`src/include/ringbuf_defs.svh`:
```
`ifndef RINGBUF_DEFS_SVH
`define RINGBUF_DEFS_SVH

// Ring memory geometry
`define RING_ADDR_W       12
`define RING_DEPTH        4096
`define RING_WORD_W       18

// Sample word fields
`define SAMPLE_W          12
`define OVLP_CNT_W        4

// L1A fields
`define L1A_CNT_W         24
`define L1A_MCNT_W        12

// L1A FIFO, 32 entries
`define L1A_FIFO_AW       5
`define L1A_FIFO_DEPTH    32

// Samples per event
`define SAMP_CNT_W        7

// Words the writer must lead the reader by before a read
`define RING_AMT_LEVEL    7

// Occupancy past the oldest pending start address that raises the warning
`define RING_WARN_LEVEL   3328

`endif

```
`src/verilog/ring_data_pkg.sv`:
```
`default_nettype none

`include "ringbuf_defs.svh"

package ring_data_pkg;

	typedef logic [`SAMPLE_W-1:0]    sample_t;
	typedef logic [`OVLP_CNT_W-1:0]  ovlp_cnt_t;

	// {multi-overlap, overlap, overlap count, sample}
	typedef logic [`RING_WORD_W-1:0] ring_word_t;
	typedef logic [`RING_ADDR_W-1:0] ring_addr_t;

	typedef logic [`L1A_CNT_W-1:0]   l1a_cnt_t;
	typedef logic [`L1A_MCNT_W-1:0]  l1a_mcnt_t;

	// {phase, start address, match count, L1A number}
	typedef logic [1+`RING_ADDR_W+`L1A_MCNT_W+`L1A_CNT_W-1:0] l1a_entry_t;

	// {phase, match count, L1A number}
	typedef logic [1+`L1A_MCNT_W+`L1A_CNT_W-1:0] evt_hdr_t;

endpackage

`default_nettype wire

```
`src/verilog/readout_ctrl_pkg.sv`:
```
`default_nettype none

`include "ringbuf_defs.svh"

package readout_ctrl_pkg;

	typedef logic [`SAMP_CNT_W-1:0] samp_cnt_t;

	// One extra bit so a full FIFO can be counted
	typedef logic [`L1A_FIFO_AW:0] fifo_lvl_t;

	typedef enum logic [1:0] {
		TS_IDLE = 2'd0,
		TS_LOAD = 2'd1,
		TS_READ = 2'd2,
		TS_DONE = 2'd3
	} trans_state_t;

endpackage

`default_nettype wire

```
`src/verilog/l1a_fifo.sv`:
```
`default_nettype none

`include "ringbuf_defs.svh"

module l1a_fifo (
	input  wire                       CLK,
	input  wire                       RST_RESYNC,
	input  wire                       fifo_rst_i,
	input  wire                       push_i,
	input  wire                       pop_i,
	input  ring_data_pkg::l1a_entry_t entry_i,
	output ring_data_pkg::l1a_entry_t entry_o,
	output logic                      empty_o,
	output logic                      full_o,
	output readout_ctrl_pkg::fifo_lvl_t level_o
);

	import ring_data_pkg::*;
	import readout_ctrl_pkg::*;

	l1a_entry_t mem [0:`L1A_FIFO_DEPTH-1];

	logic [`L1A_FIFO_AW-1:0] wr_ptr;
	logic [`L1A_FIFO_AW-1:0] rd_ptr;
	fifo_lvl_t               count;
	logic                    wr_en;
	logic                    rd_en;

	assign wr_en = push_i & ~full_o;    // Push into full FIFO is dropped
	assign rd_en = pop_i & ~empty_o;

	assign empty_o = (count == '0);
	assign full_o  = (count == fifo_lvl_t'(`L1A_FIFO_DEPTH));
	assign level_o = count;

	// Show-ahead head entry
	assign entry_o = mem[rd_ptr];

	always_ff @(posedge CLK) begin
		if (wr_en) begin
			mem[wr_ptr] <= entry_i;
		end
	end

	always_ff @(posedge CLK or posedge RST_RESYNC) begin
		if (RST_RESYNC) begin
			wr_ptr <= '0;
			rd_ptr <= '0;
			count  <= '0;
		end else if (fifo_rst_i) begin
			wr_ptr <= '0;
			rd_ptr <= '0;
			count  <= '0;
		end else begin
			if (wr_en) begin
				wr_ptr <= wr_ptr + 1'b1;    // Wraps at 32
			end
			if (rd_en) begin
				rd_ptr <= rd_ptr + 1'b1;
			end
			if (wr_en && !rd_en) begin
				count <= count + 1'b1;
			end else if (rd_en && !wr_en) begin
				count <= count - 1'b1;
			end
		end
	end

endmodule

`default_nettype wire

```
`config.mk`:
```
export PLATFORM = sky130hd
export DESIGN_NAME = l1a_fifo
export DESIGN_NICKNAME = d
export VERILOG_FILES = /design/src/verilog/ring_data_pkg.sv /design/src/verilog/readout_ctrl_pkg.sv /design/src/verilog/l1a_fifo.sv
export VERILOG_INCLUDE_DIRS = /design/src /design/src/include
export SDC_FILE = /design/constraint.sdc
export NUM_CORES = 1
export LEC_CHECK = 0
export BUFFER_PORTS_ARGS = -buffer_cell sky130_fd_sc_hd__buf_2
export CAP_MARGIN = 30
export CORE_AREA = 4 4 429 431
export CTS_BUF_LIST = sky130_fd_sc_hd__clkbuf_8 sky130_fd_sc_hd__clkbuf_16
export DETAILED_ROUTE_END_ITERATION = 8
export DIE_AREA = 0 0 433 435
export SLEW_MARGIN = 20
export SYNTH_ARGS = -nofsm -noshare
export SYNTH_HDL_FRONTEND = slang
export SYNTH_SLANG_ARGS = --single-unit
```
`constraint.sdc`:
```
create_clock -name CLK -period 3.6 [get_ports CLK]
set_input_delay 1.08 -clock CLK [delete_from_list [all_inputs] [get_ports CLK]]
set_output_delay 1.08 -clock CLK [all_outputs]
set_load 0.01 [all_outputs]
```
==> impl_metrics.ini <==
[grt]
grt_use_total = 0.160
grt_max_degree = 53
grt_antenna_before_repair = 5
grt_pass1_vias = 30600
grt_pass1_wl_um = 219000
grt-ovfl-total = 0

[critical_path]
crit_path_max_fanout = 16
worstSetupEndpointType = output port
arrival_ps = 2910
worstPathRequired_ps = 2520
reg2reg_to = level_o[5]
rr_worst_depth = 10
crit_path_start_kind = flop
cpPeakStageDelay_ps = 450
cp_cell_sequence = buf_12 > buf_16 > buf_16 > mux2i_1 > a22oi_1 > and3_1 > a31oi_4 > o221ai_1 > buf_4
crit_type = reg -> out
rrSetupSlack_ps = 470
worst_path_max_delay_cell = dfrtp_4
path_common_cell = buf_16
r2r_start = level_o[0]

[sta]
min_period_over_period = 1.11
finClkSkew_ps = 31.0
setup_viol = 49
slew-limit-headroom = 0.435
min_period_ps = 3990
final_max_slew_viol_count = 0
setup_ws_ps = -390
rsz0062_at_grt = yes
fmax_ghz = 0.251
hold_viol = 0
tightest_slew_ps = 847
timing.hold.ws_ps = 479

[logic_synthesis]
syn_inst = 2966
synth-seq-cells = 1584
syn_avg_cell_area_um2 = 20.6
ys_async_sr_fraction = 0.0101
ys_types = 42
syn_area_mm2 = 0.0610
synth_edf_count = 1568
seq_area_frac_synth = 0.779
synth_flop_cell = edfxtp_1
ys_warn_count = 0
synth.net_count = 3030

[placed_design]
post-place-ws_ps = 202
place.gp.congestion = 0.729
dp_hpwl_um = 78700
io_buffer_count = 110
place_inst = 5439

[routing]
routedWlPerCell_um = 26.4
ant_nets = 0
dr.pass1.iters = 5
via_count = 30900
drt_iter0_drc = 2676
wirelength_um = 155000
vias_per_cell = 5.25
drc = 0

[die]
pin_count = 111
die_width_um = 433
initial_core_util = 0.338
core_area_mm2 = 0.180
die_area_mm2 = 0.188
die_height_um = 435
row_count = 156

[cts]
clkTransAtPathRegs_ps = 60
clockRootBuffer = clkbuf_16
cts_buffers = 159
clock_latency_ps = 790
htreeDepth = 4
cts_hold_buf = 0
tritoncts = built
clock_sinks = 1584
ctsLongestPathBuffers = 3

[finish]
area_delta_synth_final_pct = 23.2
stdcell_count = 5883
drive_gt1_frac = 0.297
nets = 3443

[run_status]
violations = setup timing
status = complete, but fails checks

[worst_hold_path]
hold_class = in -> async

[run]
maxCapViolCount = 0

[pwr]
ir_drop_mv = 0.448
power.leakage_nw = 23.1
p_per_area_mw_per_mm2 = 655
-- cells in the final DEF, fill, tap and decap left out, types with 11 or more instances in the layout --
| master | synthesis | layout |
|---|---|---|
| edfxtp_1 | 1568 | 1568 |
| nor3_2 | 0 | 23 |
| clkbuf_16 | 0 | 175 |
| buf_6 | 1 | 33 |
| o221ai_1 | 49 | 13 |
| a22o_1 | 74 | 74 |
| o221ai_2 | 0 | 34 |
| clkinv_1 | 0 | 34 |
| nand2_1 | 57 | 56 |
| bufinv_16 | 0 | 11 |
| nor2_4 | 0 | 33 |
| a22oi_1 | 73 | 68 |
| clkinv_2 | 0 | 23 |
| mux4_2 | 196 | 196 |
| buf_4 | 1 | 121 |
| nor2_1 | 53 | 20 |
| inv_1 | 7 | 45 |
| dfrtp_1 | 16 | 13 |
| buf_8 | 0 | 17 |
| mux2i_2 | 0 | 40 |
| buf_12 | 0 | 87 |
| mux2i_1 | 494 | 448 |
| a31oi_2 | 0 | 31 |
| buf_2 | 58 | 99 |
| buf_16 | 0 | 47 |
| a21oi_1 | 53 | 53 |
| nor3_1 | 40 | 15 |
-- routing by layer --
| metal | up-vias | wire (um) | track usage |
|---|---|---|---|
| li1 | 13200 | - | - |
| met1 | 16600 | 69000 | 0.225 |
| met2 | 902 | 74100 | 0.251 |
| met3 | 209 | 8710 | 0.0328 |
| met4 | 0 | 3420 | 0.0494 |
| met5 | - | 0 | 0 |
-- what timing repair did --
item / in CTS / in global routing
gates cloned: 34 / 15
pin swaps: 43 / 52
endpoints found under the setup margin: 49 / 49
gates resized for setup: 206 / 129
setup buffers: 64 / 45
-- flip-flops by register name, indices dropped and copies added, names as in the netlist --
name     count
wr_ptr       5
level_o      6
mem       1568
rd_ptr       5
-- cells in the mapped netlist, drive strengths merged, types with 2 or more instances --
cell type	number	area [um^2]
buf	86	407
a211oi	2	15.0
nand3b	3	22.5
a22oi	73	548
clkbuf	84	315
edfxtp	1568	47100
nand4	3	18.8
nor2	53	199
and3	13	81.3
mux2i	494	4940
dfrtp	16	400
or3b	2	17.5
ha	9	113
o221ai	49	429
a22o	74	648
inv	7	26.3
a21oi	53	265
nand2	57	214
mux4	196	4410
a31oi	49	307
or3	2	12.5
nor3	40	200
nand2b	2	12.5
o31a	2	17.5
nand3	2	10.0
nor2b	5	38.8
o21ai	2	10.0
xor2	6	52.6
and2	2	12.5
xnor2	5	43.8
-- kinds of logic (layout without fill, tap and decap cells) --
kind of cell | Yosys count | count (layout) | synth area share
flops | 1584 | 1584 | 0.779
xor+xnor | 11 | 11 | 0.00158
simple gates | 186 | 186 | 0.0141
mux | 691 | 691 | 0.154
compound gates | 307 | 307 | 0.0371
buf+inv | 177 | 721 | 0.0123
other cells | 0 | 3 | 0
fa+ha+maj | 10 | 10 | 0.00218
-- worst max-delay path, delay by kind of cell, from the launching register on --
kind	cells	cell delay, ps
flip-flops	1	450
buffers and inverters	4	750
AND/OR/NAND/NOR	1	200
multiplexers	1	240
AO/OA/AOI/OAI	3	470
-- power by group --
part | switching, mW | internal [mW]
sequential | 0.114 | 20.5
clock | 6.92 | 8.95
combinational | 5.96 | 6.71
-- worst max path at each step --
stage	to	start	slack, ps	cells past startpoint
after floorplan	mem[31][0]	push_i	-540	4
after global placement	entry_o[43]	rd_ptr[1]	250	8
after detailed placement	entry_o[18]	rd_ptr[0]	200	7
after CTS	entry_o[45]	rd_ptr[0]	-470	7
after global routing	entry_o[45]	rd_ptr[1]	-460	9
final	entry_o[43]	rd_ptr[1]	-390	9
-- metrics by stage --
| stage | area [um^2] | TNS (ps) | power [mW] | util |
|---|---|---|---|---|
| floorplan | 61000 | -802370 | 26.9 | - |
| global route | 75100 | -19830 | 51.1 | 0.417 |
| CTS | 73800 | -18680 | 48.7 | 0.410 |
| global placement | 66200 | 0 | 30.2 | 0.368 |
| finish | 75100 | -14870 | 49.2 | 0.417 |
| detailed placement | 66200 | 0 | 30.2 | 0.368 |
-- final cells by class --
class                      instances  area, um^2
antenna                            3        7.51
clock buffer                     161        4030
clock inverter                   131        1010
fill                           15500      105000
inverter                           7        26.3
multi-input combinational       1205       14000
sequential                      1584       47500
tap                             2370        2970
timing repair buffer             422        5550
(Power assumes the default switching activity.)
