$ cat src/include/ringbuf_defs.svh
`ifndef RINGBUF_DEFS_SVH
`define RINGBUF_DEFS_SVH

// Ring memory geometry
`define RING_ADDR_W       12
`define RING_DEPTH        4096
`define RING_WORD_W       18

// Sample word fields
`define SAMPLE_W          12
`define OVLP_CNT_W        4

// L1A fields
`define L1A_CNT_W         24
`define L1A_MCNT_W        12

// L1A FIFO, 32 entries
`define L1A_FIFO_AW       5
`define L1A_FIFO_DEPTH    32

// Samples per event
`define SAMP_CNT_W        7

// Words the writer must lead the reader by before a read
`define RING_AMT_LEVEL    7

// Occupancy past the oldest pending start address that raises the warning
`define RING_WARN_LEVEL   3328

`endif

$ cat src/verilog/readout_ctrl_pkg.sv
`default_nettype none

`include "ringbuf_defs.svh"

package readout_ctrl_pkg;

	typedef logic [`SAMP_CNT_W-1:0] samp_cnt_t;

	// One extra bit so a full FIFO can be counted
	typedef logic [`L1A_FIFO_AW:0] fifo_lvl_t;

	typedef enum logic [1:0] {
		TS_IDLE = 2'd0,
		TS_LOAD = 2'd1,
		TS_READ = 2'd2,
		TS_DONE = 2'd3
	} trans_state_t;

endpackage

`default_nettype wire

$ cat src/verilog/ring_trans_fsm.sv
`default_nettype none

module ring_trans_fsm (
	input  wire                         CLK,
	input  wire                         RST_RESYNC,
	input  wire                         l1a_buf_mt_i,
	input  wire                         evt_buf_afl_i,
	input  wire                         ring_amt_i,
	input  readout_ctrl_pkg::samp_cnt_t samp_max_i,
	output logic                        ld_addr_o,
	output logic                        nxt_wrd_o
);

	import readout_ctrl_pkg::*;

	trans_state_t state;
	trans_state_t nxt_state;
	samp_cnt_t    wrd_cnt;
	logic         last_wrd;
	logic         done_cnt;

	assign last_wrd = (wrd_cnt == samp_cnt_t'(samp_max_i - 1'b1));

	// Header pulse and FIFO pop, held off by almost full
	assign ld_addr_o = (state == TS_LOAD) && !l1a_buf_mt_i && !evt_buf_afl_i;

	assign nxt_wrd_o = (state == TS_READ) && !ring_amt_i && !evt_buf_afl_i;

	always_comb begin
		nxt_state = state;
		case (state)
			TS_IDLE: begin
				if (!l1a_buf_mt_i && !evt_buf_afl_i) begin
					nxt_state = TS_LOAD;
				end
			end
			TS_LOAD: begin
				if (l1a_buf_mt_i) begin
					nxt_state = TS_IDLE;    // FIFO cleared under us
				end else if (!evt_buf_afl_i) begin
					if (samp_max_i == '0) begin
						nxt_state = TS_DONE;
					end else begin
						nxt_state = TS_READ;
					end
				end
			end
			TS_READ: begin
				if (nxt_wrd_o && last_wrd) begin
					nxt_state = TS_DONE;
				end
			end
			TS_DONE: begin
				if (done_cnt) begin
					nxt_state = TS_IDLE;    // Last word has left the ring pipeline
				end
			end
			default: begin
				nxt_state = TS_IDLE;
			end
		endcase
	end

	always_ff @(posedge CLK or posedge RST_RESYNC) begin
		if (RST_RESYNC) begin
			state <= TS_IDLE;
		end else begin
			state <= nxt_state;
		end
	end

	always_ff @(posedge CLK or posedge RST_RESYNC) begin
		if (RST_RESYNC) begin
			wrd_cnt <= '0;
		end else if (ld_addr_o) begin
			wrd_cnt <= '0;
		end else if (nxt_wrd_o) begin
			wrd_cnt <= wrd_cnt + 1'b1;
		end
	end

	// Two cycles in TS_DONE
	always_ff @(posedge CLK or posedge RST_RESYNC) begin
		if (RST_RESYNC) begin
			done_cnt <= 1'b0;
		end else if (state == TS_DONE) begin
			done_cnt <= ~done_cnt;
		end else begin
			done_cnt <= 1'b0;
		end
	end

endmodule

`default_nettype wire

$ cat config.mk
export PLATFORM = sky130hd
export DESIGN_NAME = ring_trans_fsm
export DESIGN_NICKNAME = d
export VERILOG_FILES = /design/src/verilog/readout_ctrl_pkg.sv /design/src/verilog/ring_trans_fsm.sv
export VERILOG_INCLUDE_DIRS = /design/src /design/src/include
export SDC_FILE = /design/constraint.sdc
export NUM_CORES = 1
export LEC_CHECK = 0
export BUFFER_PORTS_ARGS = -buffer_cell sky130_fd_sc_hd__buf_2
export CAP_MARGIN = 20
export CORE_UTILIZATION = 45
export CTS_CLUSTER_SIZE = 24
export DETAILED_ROUTE_END_ITERATION = 10
export GPL_ROUTABILITY_DRIVEN = 0
export PLACE_DENSITY = 0.8
export SLEW_MARGIN = 5
export SYNTH_ARGS = -nofsm -noshare
export SYNTH_HDL_FRONTEND = slang
export SYNTH_SLANG_ARGS = --single-unit
export TNS_END_PERCENT = 1
$ cat constraint.sdc
create_clock -name CLK -period 2 [get_ports CLK]
set_input_delay 0.2 -clock CLK [delete_from_list [all_inputs] [get_ports CLK]]
set_output_delay 0.2 -clock CLK [all_outputs]
set_load 0.05 [all_outputs]
==> impl_results.md, run 1 <==
- Routed vias/inst: slightly above 5
- Worst hold path stage count: 4
- Setup slack, reg-to-reg: 480 ps
- Seq. cell area: roughly 250 µm²
- Hold path endpoint: state[0]
- Clk Tree Root Cell: clkbuf_4
- Die Y: between 40 and 50 µm
- Worst Skew: roughly 2.1 ps
- Worst setup SP type: flip-flop
- Period minus WS final: ~1700 ps
- Fillcell total: 117
- Number of buffers created by CTS: 3
- Core area: about 1400 µm²
- Final Cycle Share: 83.9%
- Worst EP required: approximately 1800 ps
- Crit path DAT: roughly 1500 ps
- Logic pwr share: between 30% and 40%
- Post-synth net total: 86
- Die ar.: ~1700 µm²
- Final TNS setup: 0 ps
- Rel. slew slack: 74.8%
- Clock Path Buffers: 2
- Crit Path Class: flip-flop to primary output
- Share of power burned in registers: between 40% and 50%
- Largest net degree at the start of global routing: 11
- Sequential share of the synthesized area: a little over a third
- Switch share: 34.9%
- CP max-delay cell: dfrtp_1
- Commonest non-fill, non-tap cells in the layout: buf_2, dfrtp_1, nor2_1
- Initial DRC Count: 3
- Netlist cell types: 22
- Setup Fix Bufs, Post-CTS: 0
- Critical path capture point type: primary output
- Detail Route Antenna Nets: 0
- Power per standard cell area: between 900 and 1000 nW/µm²
- Initial antenna violation count: 0
- Synth async-reset ratio: 100%
- Initial cell density of the core: 50.7%
- DP Area: slightly below 800 µm²
- RSZ-0062 raised after global routing: no
- Max Cap Viol: 0
- First-pass GRT wire length: just under 2000 µm
- Total routed wirelength: roughly 1300 µm
- Cell count after synthesis: a little over 70
- # DRC: 0
- Share of layout cells above drive strength 1: a little under a quarter
- Vias: 550
- Clock power share: ~23%
- Synthesized area: between 600 and 700 µm²
- Synth Flop Type: dfrtp_1
- Reg2reg start: state[0]
- Clock transition at path regs: approximately 70 ps
- Vias in the first global route: roughly 480
- Worst reg2reg path depth: 4
- Seq cells post-synth: 10
- Chip Width: slightly above 40 µm
- Final Hold Viols: 0
- EDFF count, synth: 0
- Slew @ Worst Pin: around 380 ps
- Fmax: 596 MHz
- Delay-heaviest family, CP: flip-flops
- I/O pins: 14
- Peak supply drop: roughly 460 µV
- Area of the multi-input gates: 423 µm²
- Wire per inst: 12.2 µm
- Post-synth top area cell: dfrtp_1
- Status: finished clean
- H-Tree Depth: 1
- Top-area cell type share of the netlist area: between 30% and 40%
- Most common cell after layout, fill and taps aside: buf_2
- Clock tree sinks: 10
- CTS tree: done
- R2r endpoint: wrd_cnt[5]
- Row count: 13
- CP cell instances: nor4b_4, buf_4, buf_2
- Int Pwr: between 0.4 and 0.5 mW
- Leakage dissipation: around 0.39 nW
- Worst-path fanout max: 7
- Overflow after GRT: 0
- Post-DP HPWL: 1070 µm
- PortBufs: 13
- Min-Delay Path Class: primary input to flip-flop
- CP Depth: 3
- Buf/Inv on CP: 2
- Post-Syn Area per Cell: roughly 9.5 µm²
- Top post-synthesis cells by area: dfrtp_1, xnor2_1, xor2_1, mux2i_1, nor2_1
- Area growth, synth to finish: 21.2%
- Sw Pwr: 0.265 mW
- Min-delay src: samp_max_i[0]
- Crit path largest cell delay: between 400 and 500 ps
- Clk_lat worst skew: around 260 ps
- Gr usage total: 17.8%
- Setup Viol. Count Final: 0
- Max-slew violations: 0
- Finished Cell Area: 830 µm²
- Antenna cells: 0
- NumNets Final: 107
- Min Hold Slack: ~300 ps
- Synth warnings: 0
- Drt pass-1 iters: 4
-- kinds of logic (layout without fill, tap and decap cells) --
kind of cell | count (synthesis) | in the layout | share of synthesized area [%]
compound gates | 9 | 9 | 7.50
xor+xnor | 14 | 14 | 17.9
fa+ha+maj | 2 | 2 | 3.66
buf+inv | 3 | 23 | 1.65
flops | 10 | 10 | 36.6
mux | 4 | 4 | 5.85
simple gates | 30 | 30 | 26.9
-- worst reg2reg max path, delay by kind of cell, from the launching register on --
kind | cells | cell delay [ps]
DFF | 1 | 460
and+or+nand+nor | 3 | 840
AOI/OAI and AO/OA | 1 | 140
-- power by group through the flow --
| stage | logic, mW | clock network (mW) | registers [mW] |
|---|---|---|---|
| 3_3_place_gp | 0.248 | 0 | 0.329 |
| 4_1_cts | 0.260 | 0.183 | 0.327 |
| 3_5_place_dp | 0.257 | 0 | 0.331 |
| 5_1_grt | 0.286 | 0.192 | 0.336 |
| 2_1_floorplan | 0.198 | 0 | 0.317 |
| 6_report | 0.256 | 0.176 | 0.328 |
-- synthesized netlist by cell type, drive strengths merged, types with 2 or more instances --
cell	count
dfrtp	10
nor2	9
xnor2	7
xor2	7
nand2	6
a21oi	5
mux2i	4
inv	3
nand4	3
or3	3
ha	2
nand2b	2
nor4b	2
o21ai	2
-- final cells by class --
class	count	share of cell area, %
multi-input cells	59	51.0
flip-flops and latches	10	30.2
repair buffers	16	10.9
clock buffers	4	4.37
well taps	15	2.26
inverters	3	1.36
-- how the worst max path moves through the flow --
stage / from / to
floorplan: state[0] / wrd_cnt[5]
global placement: samp_max_i[0] / state[0]
detailed placement: samp_max_i[0] / state[0]
CTS: state[0] / nxt_wrd_o
global route: state[0] / nxt_wrd_o
finish: state[0] / nxt_wrd_o
-- layer usage --
layer | global-route usage (%) | vias to the layer above | wire, µm
li1 | - | 294 | -
met1 | 25.8 | 248 | 663
met2 | 28.1 | 8 | 615
met3 | 1.63 | 0 | 29
met4 | 5.00 | 0 | 0
met5 | 0 | - | 0
-- flip-flops by register name (all words and copies together) (netlist names), named ones only --
name,count
wrd_cnt,7
done_cnt,1
state,1
-- per-stage QoR --
step                utilization [%]  std cells  worst slack, ps  total power, mW
floorplan                         -         72            -30.5            0.515
global placement               58.0        102              411            0.577
detailed placement             58.0        102              321            0.588
CTS                            61.4        107              294            0.769
global route                   61.4        107              250            0.813
finish                         61.4        107              322            0.761
-- timing repair --
action	CTS	global route
hold buffers	1	0
endpoints found under the hold margin	10	0
resized for setup	0	0
endpoints found under the setup margin	0	0
(Power assumes the default switching activity.)
==> inputs of run 2 (changes only) <==
--- a/config.mk
+++ b/config.mk
@@ -6,13 +6,14 @@
 export SDC_FILE = /design/constraint.sdc
 export NUM_CORES = 1
 export LEC_CHECK = 0
+export ABC_AREA = 1
 export BUFFER_PORTS_ARGS = -buffer_cell sky130_fd_sc_hd__buf_2
 export CAP_MARGIN = 20
 export CORE_UTILIZATION = 45
 export CTS_CLUSTER_SIZE = 24
 export DETAILED_ROUTE_END_ITERATION = 10
 export GPL_ROUTABILITY_DRIVEN = 0
-export PLACE_DENSITY = 0.8
+export PLACE_DENSITY = 0.78
 export SLEW_MARGIN = 5
 export SYNTH_ARGS = -nofsm -noshare
 export SYNTH_HDL_FRONTEND = slang
==> constraint.sdc (replaced) <==
create_clock -name CLK -period 1.6 [get_ports CLK]
set_input_delay 0.16 -clock CLK [delete_from_list [all_inputs] [get_ports CLK]]
set_output_delay 0.16 -clock CLK [all_outputs]
set_load 0.05 [all_outputs]
==> run 2 against run 1 <==
Net effect: largest cell class unchanged; synthesized cell count rose by 76%; critical endpoint unchanged; wire length rose by 27%; non-clock buffer count fell by 1; critical path depth rose by 2; sequential share of layout area fell by 4.1 points; first-iteration DRC count rose to 4.0 times the previous value; via count rose by 51%; synthesized area rose by 18%.
==> impl_results.md, run 2 <==
- Post-synth net total: 141
- Synthesized area: just over 800 µm²
- Netlist cell types: 22
- Wire per inst: just under 10 µm
- Finished Layout Cells: around 170
- Commonest non-fill, non-tap cells in the layout: nand2_1, inv_1, nor2_1
- Initial DRC Count: 12
- Overflow after GRT: 0
- Crit path DAT: approximately 1400 ps
- Clk Tree Root Cell: clkbuf_4
- Clock Path Buffers: 2
- Area growth, synth to finish: 18.9%
- Antenna cells: 0
- Worst setup SP type: flip-flop
- Max FFs per register: 7
- Finished Cell Area: 960 µm²
- Fmax: approximately 650 MHz
- Max-slew violations: 0
- Rel. slew slack: 74.0%
- DP Area: slightly above 900 µm²
- Worst EP required: around 1400 ps
- Number of buffers created by CTS: 3
- Synth warnings: 0
- Die ar.: around 2000 µm²
- CP max-delay cell: dfrtp_1
- EDFF count, synth: 0
- Min-Delay Path Class: primary input to flip-flop
- Die Y: 44.4 µm
- Drt pass-1 iters: 4
- Post-Syn Area per Cell: ~6.4 µm²
- Final Hold Viols: 0
- DP Worst Slack: around 22 ps
- Row count: 14
- Power per standard cell area: 1080 nW/µm²
- Top flop regs: wrd_cnt x7, done_cnt x1, state x1
- Setup Fix Bufs, Post-CTS: 0
- Routed vias/inst: ~5
- Vias in the first global route: around 800
- Critical path capture point type: primary output
- Worst-path fanout max: 6
- Synth cell count leaders: nand2_1, inv_1, nor2_1
- Cell count after synthesis: around 130
- Gr usage total: 20.2%
- Chip Width: around 44 µm
- Peak supply drop: 734 µV
- Slew @ Worst Pin: between 300 and 400 ps
- Clk_lat worst skew: approximately 260 ps
- CP cell instances: inv_2, nand2_4, nor2_8, buf_4, clkbuf_4
- Total routed wirelength: between 1500 and 2000 µm
- # DRC: 0
- I/O pins: 14
- Setup Viol. Count Final: 0
- PortBufs: 13
- Min Hold Slack: 259 ps
- Period minus WS final: 1530 ps
- Final Cycle Share: around 95%
- Top post-synthesis cells by area: dfrtp_1, nand2_1, inv_1, nand3_1, nor2_1
- Post-synth top area cell: dfrtp_1
- Core area: around 1600 µm²
- Crit path largest cell delay: about 420 ps
- Leakage dissipation: just over 0.5 nW
- Status: finished clean
- Placed cell count: ~170
- CTS tree: done
- Synth async-reset ratio: between 90% and 100%
- Max Cap Viol: 0
- Final TNS setup: 0 ps
- Vias: just over 800
- Worst Skew: approximately 2.6 ps
- Initial cell density of the core: between 50% and 60%
- Crit Path Class: flip-flop to primary output
- Most common cell after layout, fill and taps aside: nand2_1
- Largest net degree at the start of global routing: 11
- H-Tree Depth: 1
- Detail Route Antenna Nets: 0
- Sequential share of the synthesized area: a little under a third
- Top-area cell type share of the netlist area: between 30% and 40%
- Min setup slack post-route: 73.2 ps
- Share of layout cells above drive strength 1: roughly 22%
- Seq cells post-synth: 10
- Clock tree sinks: 10
- NumNets Final: around 160
- Initial antenna violation count: 0
- Clock transition at path regs: ~60 ps
- Most frequent cell after synthesis: nand2_1
- First-pass GRT wire length: between 2000 and 3000 µm
- Post-DP HPWL: 1400 µm
- Synth Flop Type: dfrtp_1
- Biggest register: wrd_cnt
## run 2: cell types whose count changed after synthesis, moves of 7 or more
cell     previous run  this run
inv_1               3        17
inv_2               0         7
nand2_1             6        34
nand3_1             1        12
xor2_1              7         0
## run 2: area by class of cell
class                      instances  area (µm²)
fill                             178         634
multi-input combinational         92         475
sequential                        10         250
inverter                          25        93.8
timing repair buffer              15        87.6
tap                               24        30.0
clock buffer                       3        22.5
## run 2: what timing repair did
action / CTS / global route
endpoints found under the hold margin: 10 / 0
resized for setup: 0 / 4
hold buffers: 1 / 0
endpoints found under the setup margin: 0 / 3
## run 2: path summary, 6_finish.rpt
path                                    start    endpoint  slack [ps]  cells past startpoint
worst max-delay path                 state[0]   nxt_wrd_o          70                      5
min in group asynchronous          RST_RESYNC  wrd_cnt[2]         430                      3
worst min register to register       done_cnt    done_cnt         450                      1
max in group asynchronous          RST_RESYNC  wrd_cnt[5]         890                      3
worst min-delay path            evt_buf_afl_i   flip-flop         260                      4
worst max register to register       state[0]   flip-flop         170                     12
## run 2: critical path: cells and delay by family (launching register included)
kind | cells | cell delay [ps]
buffers and inverters | 3 | 490
flip-flops | 1 | 420
AND/OR/NAND/NOR | 2 | 210
## run 2: cells by family after synthesis
logic type               after synthesis  share of synthesized area, %
AND/OR/NAND/NOR                       72                          41.1
buffers and inverters                 25                          11.6
AO/OA/AOI/OAI                         17                          12.1
flip-flops                            10                          31.0
adder cells (fa/ha/maj)                2                          3.10
XOR/XNOR                               1                          1.09
## run 2: power breakdown
part,switching (mW),internal (mW)
clock,0.0794,0.0866
sequential,0.0737,0.328
combinational,0.292,0.175
total,0.445,0.589
## run 2: metrics by stage
step | total power, mW | utilization, %
global route | 1.13 | 60.2
CTS | 1.02 | 59.3
floorplan | 0.748 | -
detailed placement | 0.851 | 57.2
finish | 1.03 | 60.2
global placement | 0.835 | 57.2
## run 2: metal layers
metal  track usage (%)  part of all wire [%]
met1              23.5                    45
met2              36.2                    51
met3              2.45                   2.4
met4              10.3                   1.3
met5                 0                     0
==> inputs of run 3 (changes only) <==
--- a/config.mk
+++ b/config.mk
@@ -7,13 +7,14 @@
 export NUM_CORES = 1
 export LEC_CHECK = 0
 export ABC_AREA = 1
-export BUFFER_PORTS_ARGS = -buffer_cell sky130_fd_sc_hd__buf_2
+export BUFFER_PORTS_ARGS = -buffer_cell sky130_fd_sc_hd__clkbuf_2
 export CAP_MARGIN = 20
 export CORE_UTILIZATION = 45
 export CTS_CLUSTER_SIZE = 24
 export DETAILED_ROUTE_END_ITERATION = 10
 export GPL_ROUTABILITY_DRIVEN = 0
 export PLACE_DENSITY = 0.78
+export SKIP_CTS_REPAIR_TIMING = 1
 export SLEW_MARGIN = 5
 export SYNTH_ARGS = -nofsm -noshare
 export SYNTH_HDL_FRONTEND = slang
==> run 3 against run 2 <==
Net effect: clock power rose by 37%; register-to-register slack improved by 20 ps; worst hold slack got worse by 5.9 ps; worst setup slack got worse by 4.1 ps; total power rose by 5.0%; utilization rose by 0.55 points; critical endpoint unchanged; largest power group unchanged; highest routed layer unchanged.
==> impl_results.md, run 3 (same netlist as run 2, synthesis figures left out) <==
- Antenna cells: 0
- Met3 Resource Use GR: approximately 1.2%
- Fillcell total: 161
- Share of layout cells above drive strength 1: 22.6%
- Max Cap Viol: 0
- CP max-delay cell: dfrtp_1
- Most common cell after layout, fill and taps aside: nand2_1
- Final Hold Viols: 0
- Crit path DAT: ~1400 ps
- Drt pass-1 iters: 4
- Grt peak-use layer: met2
- Clk Tree Root Cell: clkbuf_4
- Min-delay src: evt_buf_afl_i
- Clock Path Buffers: 2
- Wire per inst: 9.45 µm
- Worst setup SP type: flip-flop
- Rel. slew slack: around 74%
- CP cell instances: inv_2, nand2_4, nor2_8, buf_4, clkbuf_4
- Total routed wirelength: roughly 1600 µm
- Initial cell density of the core: slightly above 50%
- Slew @ Worst Pin: around 380 ps
- Critical path launch point: state[0]
- Initial antenna violation count: 0
- Area growth, synth to finish: 20.0%
- Leakage dissipation: 0.524 nW
- Clock transition at path regs: 60 ps
- Min Hold Slack: 253 ps
- Biggest register: wrd_cnt
- Met2 usage: roughly 32%
- Commonest non-fill, non-tap cells in the layout: nand2_1, inv_1, nor2_1
- Worst-path fanout max: 6
- Max FFs per register: 7
- Setup Viol. Count Final: 0
- Final Cycle Share: between 90% and 100%
- Status: finished clean
- Die ar.: just under 2000 µm²
- Max-slew violations: 0
- Gr usage total: 18.9%
- Vias in the first global route: 746
- H-Tree Depth: 1
- Initial DRC Count: 18
- Routed vias/inst: 4.68
- DP Area: a little over 900 µm²
- Core area: ~1600 µm²
- I/O pins: 14
- Finished Cell Area: between 900 and 1000 µm²
- Detail Route Antenna Nets: 0
- Largest net degree at the start of global routing: 11
- Fmax: ~650 MHz
- CTS tree: done
- Row count: 14
- Period minus WS final: approximately 1500 ps
- NumNets Final: between 150 and 200
- Clock tree sinks: 10
- Met1 Use GR: 22.4%
- Final TNS setup: 0 ps
- Min-Delay Path Class: primary input to flip-flop
- Top flop regs: wrd_cnt x7, done_cnt x1, state x1
- Overflow after GRT: 0
- Vias: 795
- Worst Skew: 5.51 ps
- Power per standard cell area: ~1100 nW/µm²
- # DRC: 0
- Core Util, Final: about three fifths
- First-pass GRT wire length: roughly 2700 µm
- Worst EP required: roughly 1400 ps
- Die Y: around 44 µm
- PortBufs: 13
- Reg2reg start: state[0]
- Post-DP HPWL: approximately 1300 µm
- Crit path largest cell delay: roughly 420 ps
- Chip Width: approximately 44 µm
- Crit Path Class: flip-flop to primary output
- Clk_lat worst skew: 260 ps
- Number of buffers created by CTS: 3
- Peak supply drop: 705 µV
- Critical path capture point type: primary output
run 3: layer usage:
layer | vias to the layer above | share of wire (%)
li1 | 442 | -
met1 | 338 | 47
met2 | 13 | 50
met3 | 2 | 2.4
met4 | 0 | 0.50
met5 | - | 0
run 3: cell type report:
class                           instances  area (µm²)  share of cell area, %
Multi-Input combinational cell         92         470                   48.6
Sequential cell                        10         250                   25.8
Inverter                               25        93.8                   9.69
Timing Repair Buffer                   15        87.6                   9.04
Clock buffer                            4        36.3                   3.75
Tap cell                               24        30.0                   3.10
run 3: metrics by stage:
step	worst slack [ps]	power, mW	instances
2_1_floorplan	99.9	0.748	127
6_report	69.1	1.09	170
3_3_place_gp	75.9	0.835	165
5_1_grt	-6.53	1.18	170
4_1_cts	-0.810	1.08	169
3_5_place_dp	2.68	0.846	165
run 3: power breakdown:
part / total (mW) / switching, mW / internal, mW
combinational: 0.458 / 0.285 / 0.174
sequential: 0.401 / 0.0727 / 0.328
clock: 0.227 / 0.0889 / 0.138
total: 1.09 / 0.446 / 0.640
run 3: worst max-delay path, delay by kind of cell, from the launching register on:
family	cells	cell delay, ps
flops	1	420
buf+inv	3	490
simple gates	2	210
run 3: path summary, 6_finish.rpt:
| path | to | slack [ps] | cells past startpoint |
|---|---|---|---|
| worst min register to register | done_cnt | 450 | 1 |
| max in group asynchronous | wrd_cnt[6] | 920 | 3 |
| worst max register to register | wrd_cnt[5] | 190 | 8 |
| min in group asynchronous | wrd_cnt[2] | 400 | 3 |
| worst min-delay path | flip-flop | 250 | 4 |
| worst max-delay path | nxt_wrd_o | 70 | 5 |
